==> src/hw/dvbs2_cfg_pkg.sv <==
package dvbs2_cfg_pkg;

	//////////////////////////////
	// mode selection types
	//////////////////////////////

	// constellation, same order as the modulator select
	typedef enum logic [1:0] {
		qpsk   = 2'b00,
		psk8   = 2'b01,
		apsk16 = 2'b10,
		apsk32 = 2'b11
	} mod_mode_t;

	// 64800 or 16200 bit fecframe
	typedef enum logic {
		frame_normal = 1'b0,
		frame_short  = 1'b1
	} frame_size_t;

	// ldpc code index
	// 0..10 valid for normal frames, 0..9 for short frames
	typedef logic [3:0] ldpc_code_t;

	// one static mode word, sampled by the table every cycle
	typedef struct packed {
		frame_size_t frame_size;
		logic        pilot_on;
		mod_mode_t   mod_mode;
		ldpc_code_t  ldpc_code;
	} mode_cfg_t;

	//////////////////////////////
	// counts and rates
	//////////////////////////////

	// baud number or clock frequency number, same scale for both
	typedef logic [31:0] rate_num_t;

	// symbol slots within one pl frame, largest is 33282
	typedef logic [15:0] slot_cnt_t;

	// bytes per frame, largest kbch/8 is 7274
	typedef logic [12:0] byte_cnt_t;

	// one transport stream byte
	typedef logic [7:0] ts_byte_t;

	//////////////////////////////
	// frame constants
	//////////////////////////////

	// mpeg-2 ts packet size in bytes
	localparam int ts_pkt_len = 188;

	// first byte of every ts packet
	localparam ts_byte_t ts_sync_byte = 8'h47;

	// bbheader is 80 bits, so ts payload per bbframe is kbch/8 - 10
	localparam byte_cnt_t bb_header_bytes = 13'd10;

endpackage

==> src/hw/dvbs2_frame_pkg.sv <==
package dvbs2_frame_pkg;

	//////////////////////////////
	// scheduler outputs
	//////////////////////////////

	// per-cycle frame strobes from the scheduler
	// frm_head  one pulse at each frame boundary
	// bb_vld    one pulse per bbframe byte slot
	// ts_rd_req one pulse per ts byte to fetch
	typedef struct packed {
		logic frm_head;
		logic bb_vld;
		logic ts_rd_req;
	} frame_flags_t;

	//////////////////////////////
	// stream beat
	//////////////////////////////

	// byte as it leaves the framer
	// syn marks a valid byte, head marks packet byte 0
	typedef struct packed {
		dvbs2_cfg_pkg::ts_byte_t data;
		logic                    syn;
		logic                    head;
	} ts_beat_t;

	// scheduler fsm, idle only until the first length load
	typedef enum logic {
		st_idle = 1'b0,
		st_run  = 1'b1
	} frm_state_t;

endpackage

==> src/hw/dvbs2_frame_top.sv <==
`timescale 1ns/1ns

module dvbs2_frame_top (
	input  logic                         sys_clk,
	input  logic                         glb_rst_n,
	input  dvbs2_cfg_pkg::mode_cfg_t      cfg,
	input  dvbs2_cfg_pkg::rate_num_t      baud_num,
	input  dvbs2_cfg_pkg::rate_num_t      freq_num,
	input  dvbs2_cfg_pkg::ts_byte_t       ts_din,
	output logic                         fs_en,
	output dvbs2_frame_pkg::frame_flags_t flags,
	output dvbs2_frame_pkg::ts_beat_t     ts_out,
	output logic                         sync_err
);

	import dvbs2_cfg_pkg::*;

	// per-mode counts, one cycle behind cfg
	byte_cnt_t kbch_bytes;
	byte_cnt_t ts_bytes;
	slot_cnt_t pl_slots;

	//////////////////////////////
	// symbol slot timing
	//////////////////////////////

	symbol_rate_nco i_symbol_rate_nco (
		.sys_clk   (sys_clk),
		.glb_rst_n (glb_rst_n),
		.baud_num  (baud_num),
		.freq_num  (freq_num),
		.fs_en     (fs_en)
	);

	modcod_table i_modcod_table (
		.sys_clk    (sys_clk),
		.glb_rst_n  (glb_rst_n),
		.cfg        (cfg),
		.kbch_bytes (kbch_bytes),
		.ts_bytes   (ts_bytes),
		.pl_slots   (pl_slots)
	);

	//////////////////////////////
	// frame scheduling and stream
	//////////////////////////////

	frame_sched_ctrl i_frame_sched_ctrl (
		.sys_clk    (sys_clk),
		.glb_rst_n  (glb_rst_n),
		.fs_en      (fs_en),
		.kbch_bytes (kbch_bytes),
		.ts_bytes   (ts_bytes),
		.pl_slots   (pl_slots),
		.flags      (flags)
	);

	// reads only on ts_rd_req, restarts on frm_head
	ts_packet_framer i_ts_packet_framer (
		.sys_clk   (sys_clk),
		.glb_rst_n (glb_rst_n),
		.flags     (flags),
		.ts_din    (ts_din),
		.ts_out    (ts_out),
		.sync_err  (sync_err)
	);

endmodule

==> src/hw/frame_sched_ctrl.sv <==
`timescale 1ns/1ns

module frame_sched_ctrl (
	input  logic                        sys_clk,
	input  logic                        glb_rst_n,
	input  logic                        fs_en,
	input  dvbs2_cfg_pkg::byte_cnt_t     kbch_bytes,
	input  dvbs2_cfg_pkg::byte_cnt_t     ts_bytes,
	input  dvbs2_cfg_pkg::slot_cnt_t     pl_slots,
	output dvbs2_frame_pkg::frame_flags_t flags
);

	import dvbs2_cfg_pkg::*;
	import dvbs2_frame_pkg::*;

	frm_state_t   state;
	// slot index within the current pl frame
	slot_cnt_t    phase;
	slot_cnt_t    phase_inc;
	// lengths of the frame in flight, only change at a boundary
	slot_cnt_t    held_len;
	byte_cnt_t    held_kbch;
	byte_cnt_t    held_ts;
	logic         frame_end;
	logic         load_len;
	logic         step;
	frame_flags_t flags_nxt;

	assign phase_inc = phase + 16'd1;
	// last slot of the frame reached on this strobe
	assign frame_end = (state == st_run) && (phase_inc == held_len);
	// first strobe after reset, or a boundary
	assign load_len  = fs_en && ((state == st_idle) || frame_end);
	// ordinary slot advance inside a frame
	assign step      = fs_en && (state == st_run) && !frame_end;

	//////////////////////////////
	// frame phase and held lengths
	//////////////////////////////

	always_ff @(posedge sys_clk or negedge glb_rst_n) begin
		if (!glb_rst_n) begin
			state     <= st_idle;
			phase     <= '0;
			held_len  <= '0;
			held_kbch <= '0;
			held_ts   <= '0;
		end else if (load_len) begin
			// new cfg is picked up here and nowhere else
			state     <= st_run;
			phase     <= '0;
			held_len  <= pl_slots;
			held_kbch <= kbch_bytes;
			held_ts   <= ts_bytes;
		end else if (step) begin
			phase <= phase_inc;
		end
	end

	//////////////////////////////
	// window decode
	//////////////////////////////

	// windows open at slot 1, right after the frame head
	always_comb begin
		flags_nxt.frm_head  = load_len;
		flags_nxt.bb_vld    = step && (phase_inc <= {3'b000, held_kbch});
		flags_nxt.ts_rd_req = step && (phase_inc <= {3'b000, held_ts});
	end

	// all flags one cycle after the strobe
	always_ff @(posedge sys_clk or negedge glb_rst_n) begin
		if (!glb_rst_n) begin
			flags <= '0;
		end else begin
			flags <= flags_nxt;
		end
	end

	// a zero length from the table would stall the frame forever
	a_len_nonzero: assert property (
		@(posedge sys_clk) disable iff (!glb_rst_n)
		load_len |-> (pl_slots != '0)
	);

endmodule

==> src/hw/modcod_table.sv <==
`timescale 1ns/1ns

module modcod_table (
	input  logic                    sys_clk,
	input  logic                    glb_rst_n,
	input  dvbs2_cfg_pkg::mode_cfg_t cfg,
	output dvbs2_cfg_pkg::byte_cnt_t kbch_bytes,
	output dvbs2_cfg_pkg::byte_cnt_t ts_bytes,
	output dvbs2_cfg_pkg::slot_cnt_t pl_slots
);

	import dvbs2_cfg_pkg::*;

	byte_cnt_t kbch_nxt;
	byte_cnt_t ts_nxt;
	slot_cnt_t slots_nxt;

	//////////////////////////////
	// bbframe size, kbch/8
	//////////////////////////////

	always_comb begin
		case ({cfg.frame_size, cfg.ldpc_code})
			// normal frames, codes 1/4 up to 9/10
			5'h00: kbch_nxt = 13'd2001;
			5'h01: kbch_nxt = 13'd2676;
			5'h02: kbch_nxt = 13'd3216;
			5'h03: kbch_nxt = 13'd4026;
			5'h04: kbch_nxt = 13'd4836;
			5'h05: kbch_nxt = 13'd5380;
			5'h06: kbch_nxt = 13'd6051;
			5'h07: kbch_nxt = 13'd6456;
			5'h08: kbch_nxt = 13'd6730;
			5'h09: kbch_nxt = 13'd7184;
			5'h0a: kbch_nxt = 13'd7274;
			// short frames, no 9/10
			5'h10: kbch_nxt = 13'd384;
			5'h11: kbch_nxt = 13'd654;
			5'h12: kbch_nxt = 13'd789;
			5'h13: kbch_nxt = 13'd879;
			5'h14: kbch_nxt = 13'd1194;
			5'h15: kbch_nxt = 13'd1329;
			5'h16: kbch_nxt = 13'd1464;
			5'h17: kbch_nxt = 13'd1554;
			5'h18: kbch_nxt = 13'd1644;
			5'h19: kbch_nxt = 13'd1779;
			// unsupported code
			default: kbch_nxt = '0;
		endcase
	end

	// payload left after the bbheader, zero for a bad code
	assign ts_nxt = (kbch_nxt != '0) ? (kbch_nxt - bb_header_bytes) : '0;

	//////////////////////////////
	// pl frame length in slots
	//////////////////////////////

	// index is frame size, pilot, modulation
	always_comb begin
		case ({cfg.frame_size, cfg.pilot_on, cfg.mod_mode})
			4'h0: slots_nxt = 16'd32490;
			4'h1: slots_nxt = 16'd21690;
			4'h2: slots_nxt = 16'd16290;
			4'h3: slots_nxt = 16'd13050;
			4'h4: slots_nxt = 16'd33282;
			4'h5: slots_nxt = 16'd22194;
			4'h6: slots_nxt = 16'd16686;
			4'h7: slots_nxt = 16'd13338;
			4'h8: slots_nxt = 16'd8190;
			4'h9: slots_nxt = 16'd5490;
			4'ha: slots_nxt = 16'd4140;
			4'hb: slots_nxt = 16'd3330;
			4'hc: slots_nxt = 16'd8370;
			4'hd: slots_nxt = 16'd5598;
			4'he: slots_nxt = 16'd4212;
			default: slots_nxt = 16'd3402;
		endcase
	end

	// one cycle behind cfg
	always_ff @(posedge sys_clk or negedge glb_rst_n) begin
		if (!glb_rst_n) begin
			kbch_bytes <= '0;
			ts_bytes   <= '0;
			pl_slots   <= '0;
		end else begin
			kbch_bytes <= kbch_nxt;
			ts_bytes   <= ts_nxt;
			pl_slots   <= slots_nxt;
		end
	end

endmodule

==> src/hw/symbol_rate_nco.sv <==
`timescale 1ns/1ns

module symbol_rate_nco (
	input  logic                    sys_clk,
	input  logic                    glb_rst_n,
	input  dvbs2_cfg_pkg::rate_num_t baud_num,
	input  dvbs2_cfg_pkg::rate_num_t freq_num,
	output logic                    fs_en
);

	import dvbs2_cfg_pkg::*;

	// phase accumulator, always below freq_num
	rate_num_t   acc;
	// one extra bit so the add never wraps
	logic [32:0] acc_sum;
	logic [32:0] acc_wrap;
	logic        acc_ovf;

	assign acc_sum  = {1'b0, acc} + {1'b0, baud_num};
	assign acc_wrap = acc_sum - {1'b0, freq_num};
	// crossing freq_num means one symbol slot has elapsed
	assign acc_ovf  = (acc_sum >= {1'b0, freq_num});

	//////////////////////////////
	// accumulator and strobe
	//////////////////////////////

	always_ff @(posedge sys_clk or negedge glb_rst_n) begin
		if (!glb_rst_n) begin
			acc   <= '0;
			fs_en <= 1'b0;
		end else if (acc_ovf) begin
			// keep the remainder, spacing stays even on average
			acc   <= acc_wrap[31:0];
			fs_en <= 1'b1;
		end else begin
			acc   <= acc_sum[31:0];
			fs_en <= 1'b0;
		end
	end

	// rate ratio below one, otherwise strobes would be lost
	a_rate_below_clk: assert property (
		@(posedge sys_clk) disable iff (!glb_rst_n)
		freq_num > baud_num
	);

endmodule

==> src/hw/ts_packet_framer.sv <==
`timescale 1ns/1ns

module ts_packet_framer (
	input  logic                         sys_clk,
	input  logic                         glb_rst_n,
	input  dvbs2_frame_pkg::frame_flags_t flags,
	input  dvbs2_cfg_pkg::ts_byte_t       ts_din,
	output dvbs2_frame_pkg::ts_beat_t     ts_out,
	output logic                         sync_err
);

	import dvbs2_cfg_pkg::*;

	// byte index inside the current 188 byte packet
	logic [7:0] pkt_phase;
	logic       pkt_first;
	logic       pkt_last;
	ts_byte_t   beat_data;
	logic       beat_syn;
	logic       beat_head;

	assign pkt_first = (pkt_phase == 8'd0);
	assign pkt_last  = (pkt_phase == 8'(ts_pkt_len - 1));

	//////////////////////////////
	// packet phase
	//////////////////////////////

	always_ff @(posedge sys_clk or negedge glb_rst_n) begin
		if (!glb_rst_n) begin
			pkt_phase <= '0;
		end else if (flags.frm_head) begin
			// each frame starts on a packet boundary
			pkt_phase <= '0;
		end else if (flags.ts_rd_req) begin
			pkt_phase <= pkt_last ? 8'd0 : (pkt_phase + 8'd1);
		end
	end

	//////////////////////////////
	// output beat
	//////////////////////////////

	always_ff @(posedge sys_clk or negedge glb_rst_n) begin
		if (!glb_rst_n) begin
			beat_syn  <= 1'b0;
			beat_head <= 1'b0;
		end else begin
			beat_syn  <= flags.ts_rd_req;
			beat_head <= flags.ts_rd_req && pkt_first;
		end
	end

	// byte itself, only meaningful with syn
	always_ff @(posedge sys_clk) begin
		if (flags.ts_rd_req) begin
			beat_data <= ts_din;
		end
	end

	assign ts_out = '{data: beat_data, syn: beat_syn, head: beat_head};

	// sticky, a lost sync byte means the stream is misaligned
	always_ff @(posedge sys_clk or negedge glb_rst_n) begin
		if (!glb_rst_n) begin
			sync_err <= 1'b0;
		end else if (flags.ts_rd_req && pkt_first && (ts_din != ts_sync_byte)) begin
			sync_err <= 1'b1;
		end
	end

	// a read in a frame head cycle would be lost to the phase restart
	a_no_read_on_head: assert property (
		@(posedge sys_clk) disable iff (!glb_rst_n)
		flags.frm_head |-> !flags.ts_rd_req
	);

endmodule

==> config.mk <==
export PLATFORM = sky130hd
export DESIGN_NAME = dvbs2_frame_top
export DESIGN_NICKNAME = d
export VERILOG_FILES = /design/src/hw/dvbs2_cfg_pkg.sv /design/src/hw/dvbs2_frame_pkg.sv /design/src/hw/dvbs2_frame_top.sv /design/src/hw/frame_sched_ctrl.sv /design/src/hw/modcod_table.sv /design/src/hw/symbol_rate_nco.sv /design/src/hw/ts_packet_framer.sv
export SDC_FILE = /design/constraint.sdc
export NUM_CORES = 1
export LEC_CHECK = 0
export ABC_AREA = 1
export BUFFER_PORTS_ARGS = -buffer_cell sky130_fd_sc_hd__clkbuf_2
export CORE_MARGIN = 4
export CORE_UTILIZATION = 62
export CTS_CLUSTER_SIZE = 25
export DETAILED_ROUTE_END_ITERATION = 10
export GPL_TIMING_DRIVEN = 1
export PLACE_DENSITY = 0.86
export SLEW_MARGIN = 20
export SYNTH_ARGS = -nofsm -noshare
export SYNTH_HDL_FRONTEND = slang
export SYNTH_SLANG_ARGS = --single-unit
export TNS_END_PERCENT = 1
==> constraint.sdc <==
create_clock -name sys_clk -period 4.83 [get_ports sys_clk]
set_clock_uncertainty 0.05 [all_clocks]
set_input_delay 0.966 -clock sys_clk [delete_from_list [all_inputs] [get_ports sys_clk]]
set_output_delay 0.966 -clock sys_clk [all_outputs]
set_load 0.005 [all_outputs]
# Word level (Yosys, flattened, before mapping)
# Memories as Yosys holds them, arrays and structs flattened. A register that Yosys moved wholly into a read port is not among the register bits.
# Cells that the tools add are included.
# W data, S select, Z words.
[word_totals] output_inout_bits=15 reg_bits=156 input_bits=82 wordCells=55 mem_bits_ro=656 memories=2
[mem_list] memory="(no name shown)" depth=32 word_bits=13 rd=1 rd_ports_with_merged_regs=0 wr=0 line_no="modcod_table.sv:23" rtl="case ({cfg.frame_size, cfg.ldpc_code})"
[mem_list] memory="(no name shown)" depth=16 word_bits=15 rd=1 rd_ports_with_merged_regs=1 wr=0 line_no="modcod_table.sv:61" rtl="case ({cfg.frame_size, cfg.pilot_on, cfg.mod_mode})"
[classes] bitwise_logic=1 muxes=8 order_cmp=3 eq_ne=3 reduce_logical=15 add_sub_neg=5
[op_table] cell="$add A32 B32 Y33" n=1
[op_table] cell="$ge A33 B32 Y1" n=1
[op_table] cell="$le A16 B13 Y1" n=2
[op_table] cell="$mux W16" n=2
[op_table] cell="$mux W32" n=1
[op_table] cell="$sub A32 B32 Y32" n=1
[op_table] cell="$mux W8" n=3
[op_table] cell="$add A16 B1 Y16 const B" n=1
[op_table] cell="$eq A16 B16 Y1" n=1
[op_table] cell="$mux W13" n=1
[op_table] cell="$reduce_bool A13 Y1" n=1
[op_table] cell="$sub A13 B4 Y13 const B" n=1
[op_table] cell="$add A8 B1 Y8 const B" n=1
[op_table] cell="$eq A8 B8 Y1 const B" n=1
[op_table] cell="$logic_and A1 B1 Y1" n=8
[op_table] cell="$logic_not A8 Y1" n=1
[op_table] cell="$ne A8 B7 Y1 const B" n=1
[op_table] cell="$reduce_bool A2 Y1" n=2
[op_table] cell="$logic_not A1 Y1" n=2
[op_table] cell="$logic_or A1 B1 Y1" n=1
[op_table] cell="$mux W1" n=1
[op_table] cell="$not A1 Y1" n=1

# Depth between registers and ports, before layout
[logic_depth] depth_word=7 mapped_depth=25 ltp_nobuf=25

# Cells and area by module
# Synthesis repeated with hierarchy kept, for this count alone.
[hier_totals] hier_cells=2012 hier_area_um2=13286.5
[by_module_without_submodules] mod="symbol_rate_nco" area_each_um2=6138.4 instances=1 seq_area_each_um2=825.8 cells_per_inst=1108
[by_module_without_submodules] mod="frame_sched_ctrl" area_each_um2=3878.7 instances=1 seq_area_each_um2=1551.5 cells_per_inst=513
[by_module_without_submodules] mod="modcod_table" area_each_um2=2358.5 instances=1 seq_area_each_um2=1026.0 cells_per_inst=292
[by_module_without_submodules] mod="ts_packet_framer" area_each_um2=910.9 instances=1 seq_area_each_um2=515.5 cells_per_inst=99

# Worst setup path before layout
# OpenSTA, ideal clock, no wires.
[synth_timing] path_kind="input port to flip-flop" from="input baud_num[0]" to="register i_symbol_rate_nco.acc[30]" arrival_ps=4008 path_buffers=1 required_time_ps=4663 path_slack_ps=655 setup_time_ps=117 path_stages=22 cell_sequence="ha_1 > fa_1 > nand3_1 > nand2_1 > a21oi_1 > o21ai_0 > nand2_1 > nand2_1 > xor2_1 > ha_1 > nand2_1 > nor2_1 > inv_1 > nor4_1 > nand2_1 > nand2_1 > nor2_1 > nand2_1 > inv_1 > buf_2 > nand2_1 > nand2_1"
[synth_via] elab_chain_len=3 word_cells_on_any_way=4 classes_between="add/sub: 2; order compare: 1; mux: 1"
[synth_rtl] element="start, declared" line_no="dvbs2_frame_top.sv:7" rtl="input dvbs2_cfg_pkg::rate_num_t baud_num,"
[synth_rtl] element="$add A32 B32 Y33 (*)" line_no="symbol_rate_nco.sv:20" rtl="assign acc_sum = {1'b0, acc} + {1'b0, baud_num};"
[synth_rtl] element="$sub A32 B32 Y32 / $ge A33 B32 Y1 (equally long branches)" line_no="symbol_rate_nco.sv:21, symbol_rate_nco.sv:23"
[synth_rtl] element="$mux W32 (*)" line_no="symbol_rate_nco.sv:33" rtl="end else if (acc_ovf) begin"
[synth_rtl] element="end signal, assigned" line_no="symbol_rate_nco.sv:35" rtl="acc <= acc_wrap[31:0];"
[synth_rtl] element="end signal, assigned" line_no="symbol_rate_nco.sv:38" rtl="acc <= acc_sum[31:0];"
[synth_rtl] element="end, declared" line_no="symbol_rate_nco.sv:14" rtl="rate_num_t acc;"
# Mark *: on every way between the ends. The rest lies on a longest branch, timed or not.
# A chain may end at the register's enable or synchronous reset.

# Worst setup path after layout
[layout_timing] from="input baud_num[6]" to="register i_symbol_rate_nco.acc[31]"
# The elaborated chain is that of the path after synthesis.

==> metrics <==
Worst Hold Path EP=i_ts_packet_framer.sync_err; Reg area=around 3900 µm²; CP max stage cell=ha_1; CTS H-tree depth=4; top cells by area, synth=dfrtp_1 (31%), nand2_1 (15%), ha_1 (11%); # clock sinks=154; Root Buffer Master=clkbuf_16; Setup-failing EPs final=0; post-CTS sizing=0; Crit path top cell by count=nand2_1; Hold WC Path Type=reg2reg; CP top delay family=simple AND/OR/NAND/NOR gates; Peak Freq=230 MHz; Leakage=7.04 nW; multi-input gate area in the final layout=6910 µm²; Final nets=1952; CP Buf/Inv Count=6; DRC viols=0; Yosys reg bits=154; DR WL/cell=between 15 and 20 µm; Final Util=a little over two thirds; Site Rows=50; Cells after Synth=between 1.5k and 2k; crit start category=input pin; reg-to-reg endpoint=i_symbol_rate_nco.acc[31]; DR iter-0 viols=approximately 1.2k; Die X=between 100 and 150 µm; Worst R2R Path Depth=24; Clock Path Buffers=2; max_cap viols=0; Min-Delay Startpoint=i_ts_packet_framer.sync_err; Final ANT Viol Nets=0; register area share after synthesis=32.9%; Final Cycle Share=about nine tenths; Layout area overhead=10.7%; buffer count from post-CTS setup fixing=0; Clock Pin Slew Worst Setup and Hold Paths=0.06 ns; Tightest Pin Transition=around 0.76 ns; die area=approximately 21000 µm²; area of the core=about 19000 µm²; critical setup path kind=in2reg; first-pass GRT wire length=about 52 mm; largest net degree at the start of global routing=between 80 and 90; Synth Cell Area=11800 µm²; clk_lat worst skew=between 0.4 and 0.5 ns; vias in the first global route=between 10k and 15k; Vias/cell=about 5.7; CTS tree=yes; fin crit period=about 4.3 ns; synth unique cells=45; fillers=between 1.5k and 2k; Synth top area share=30.9%; max-slew violations=0; Rel. slew slack=between 40% and 50%; Pre-antenna DRT Iters=6; Min-Delay Path Depth=1; gr usage total=29.6%; RSZ-0062 raised after global routing=false; worst stage delay on the critical path=approximately 0.38 ns; Worst EP required=5.11 ns; Final Wtd Congestion=roughly 1.0; YS warnings=0; reg-to-reg slack, setup=between 0.7 and 0.8 ns; Max VDD drop=around 550 µV; Syn Area/Cell=between 7 and 8 µm²; chip height=roughly 150 µm; total gr overflow=0; CP Max Fanout=23; diode count=0; # IOs=97; total CTS buffers=17; r2r startpoint=i_symbol_rate_nco.acc[6]; aggregate routed wire length=roughly 32 mm; Synth Net Count=around 1.9k; # hold bufs at CTS=0; IO buf count=between 90 and 100; share of cells above drive strength 1=~9.0%; outcome=complete, no violations; leading area contributor after synthesis=dfrtp_1; CP endpoint kind=register; CP Data Arrival Time=roughly 4.6 ns; via count=11.4k; Hold Fails Final Rpt=0; Setup TNS=0 ns; initial antenna violation count=0; Starting Density=a little over three fifths; Cell Pwr Density=between 700 and 800 nW/µm²; Post-DP HPWL=about 25 mm
worst max path at each step:
stage / start / endpoint / slack, ns / cells past startpoint
3_3_place_gp: baud_num[0] / i_symbol_rate_nco.acc[22] / 0.23 / 25
2_1_floorplan: baud_num[0] / i_symbol_rate_nco.acc[30] / 0.66 / 22
4_1_cts: baud_num[0] / i_symbol_rate_nco.acc[31] / 0.53 / 26
6_report: baud_num[6] / i_symbol_rate_nco.acc[31] / 0.49 / 25
5_1_grt: baud_num[0] / i_symbol_rate_nco.acc[30] / 0.13 / 26
3_5_place_dp: baud_num[0] / i_symbol_rate_nco.acc[31] / 0.08 / 26
synth_stat cells (all sizes together):
cell type  instances
nand2            484
inv              217
nor2             152
dfrtp            146
nand3            122
ha               107
a21oi            101
o21ai             91
xor2              54
nand4             37
buf               26
nor3              20
xnor2             14
o21bai            12
clkbuf            10
o211ai             9
a21boi             8
edfxtp             8
o21a               8
a21o               7
nor4               7
a31oi              5
nand3b             5
nor3b              4
or2                4
a211oi             3
clkinv             2
fa                 2
xor3               2
a22o               1
a2bb2oi            1
through the flow:
step	hold WS (ns)	std cells	worst slack (ns)	power, mW	area [µm²]
6_report	0.410	2008	0.488	10.5	13100
5_1_grt	0.436	2008	0.126	11.4	13100
4_1_cts	0.416	2008	0.532	10.3	13100
3_5_place_dp	0.401	1976	0.0801	9.01	12500
3_3_place_gp	0.392	1976	0.225	8.87	12500
2_1_floorplan	0.392	1669	0.655	7.13	11800
sequential cells by signal, indices dropped and copies added, names as in the netlist:
register / count
i_ts_packet_framer.beat_syn: 1
i_frame_sched_ctrl.held_ts: 13
i_frame_sched_ctrl.held_kbch: 13
i_frame_sched_ctrl.held_len: 15
i_ts_packet_framer.pkt_phase: 8
i_symbol_rate_nco.fs_en: 1
i_frame_sched_ctrl.state: 1
i_ts_packet_framer.beat_head: 1
i_modcod_table.pl_slots: 15
i_symbol_rate_nco.acc: 32
i_ts_packet_framer.sync_err: 1
i_ts_packet_framer.beat_data: 8
i_modcod_table.kbch_bytes: 13
i_frame_sched_ctrl.flags: 3
i_modcod_table.ts_bytes: 13
i_frame_sched_ctrl.phase: 16
layout make-up:
type	instances	area share (%)
Multi-Input combinational cell	1260	52.8
Sequential cell	154	29.7
Inverter	219	6.28
Timing Repair Buffer	109	4.65
Clock buffer	17	3.25
Tap cell	234	2.24
Clock inverter	15	1.08
report_power, final:
part	total, mW	internal, mW	switching (mW)
logic	7.10	2.54	4.56
registers	2.06	1.79	0.269
clock network	1.29	0.717	0.573
total	10.5	5.05	5.40
worst reg2reg max path, cell delays in order (launching register included):
cell      delay, ns
dfrtp_1        0.38
ha_1           0.36
inv_1          0.09
o21bai_1       0.25
nor2_1         0.08
nand2_1        0.13
nand2_1        0.06
nand2_1        0.11
nand2_1        0.08
nand2_1        0.10
xor2_1         0.26
inv_1          0.08
ha_1           0.38
nand2_1        0.10
nor2_1         0.23
inv_1          0.12
nor2_1         0.12
nor2_1         0.07
o211ai_1       0.31
nand3_1        0.14
nand2_1        0.14
inv_1          0.09
buf_12         0.16
nand2_1        0.07
nand2_1        0.05
per-layer routing:
| metal | track usage [%] | part of all wire [%] |
|---|---|---|
| met1 | 43.0 | 45 |
| met2 | 46.7 | 46 |
| met3 | 5.00 | 8.1 |
| met4 | 7.01 | 1.7 |
| met5 | 0 | 0 |
cells by family after synthesis:
| family | Yosys count | synth area share (%) |
|---|---|---|
| simple gates | 835 | 29.7 |
| buf+inv | 255 | 8.67 |
| compound gates | 246 | 11.6 |
| flops | 154 | 32.9 |
| fa+ha+maj | 109 | 11.7 |
| xor+xnor | 70 | 5.44 |
cell usage in the layout, fill, tap and decap left out, types with 3 or more instances in the layout:
master,netlist,routed
nand2_1,481,481
inv_1,216,216
nor2_1,145,145
dfrtp_1,146,145
nand3_1,121,121
ha_1,107,107
a21oi_1,101,101
clkbuf_2,0,95
o21ai_0,89,89
xor2_1,54,54
nand4_1,37,37
nor3_1,20,20
clkbuf_16,0,17
xnor2_1,14,14
o21bai_1,11,11
buf_4,6,11
o211ai_1,9,9
o21a_1,8,8
edfxtp_1,8,8
a21boi_0,7,7
a21o_1,7,7
nor4_1,7,7
nor2_2,6,6
nand3b_1,5,5
a31oi_1,4,4
nor3b_1,4,4
clkinv_4,0,4
or2_2,3,3
a211oi_1,3,3
clkinvlp_4,0,3
inv_6,0,3
Power figures use the tool's default switching activity.
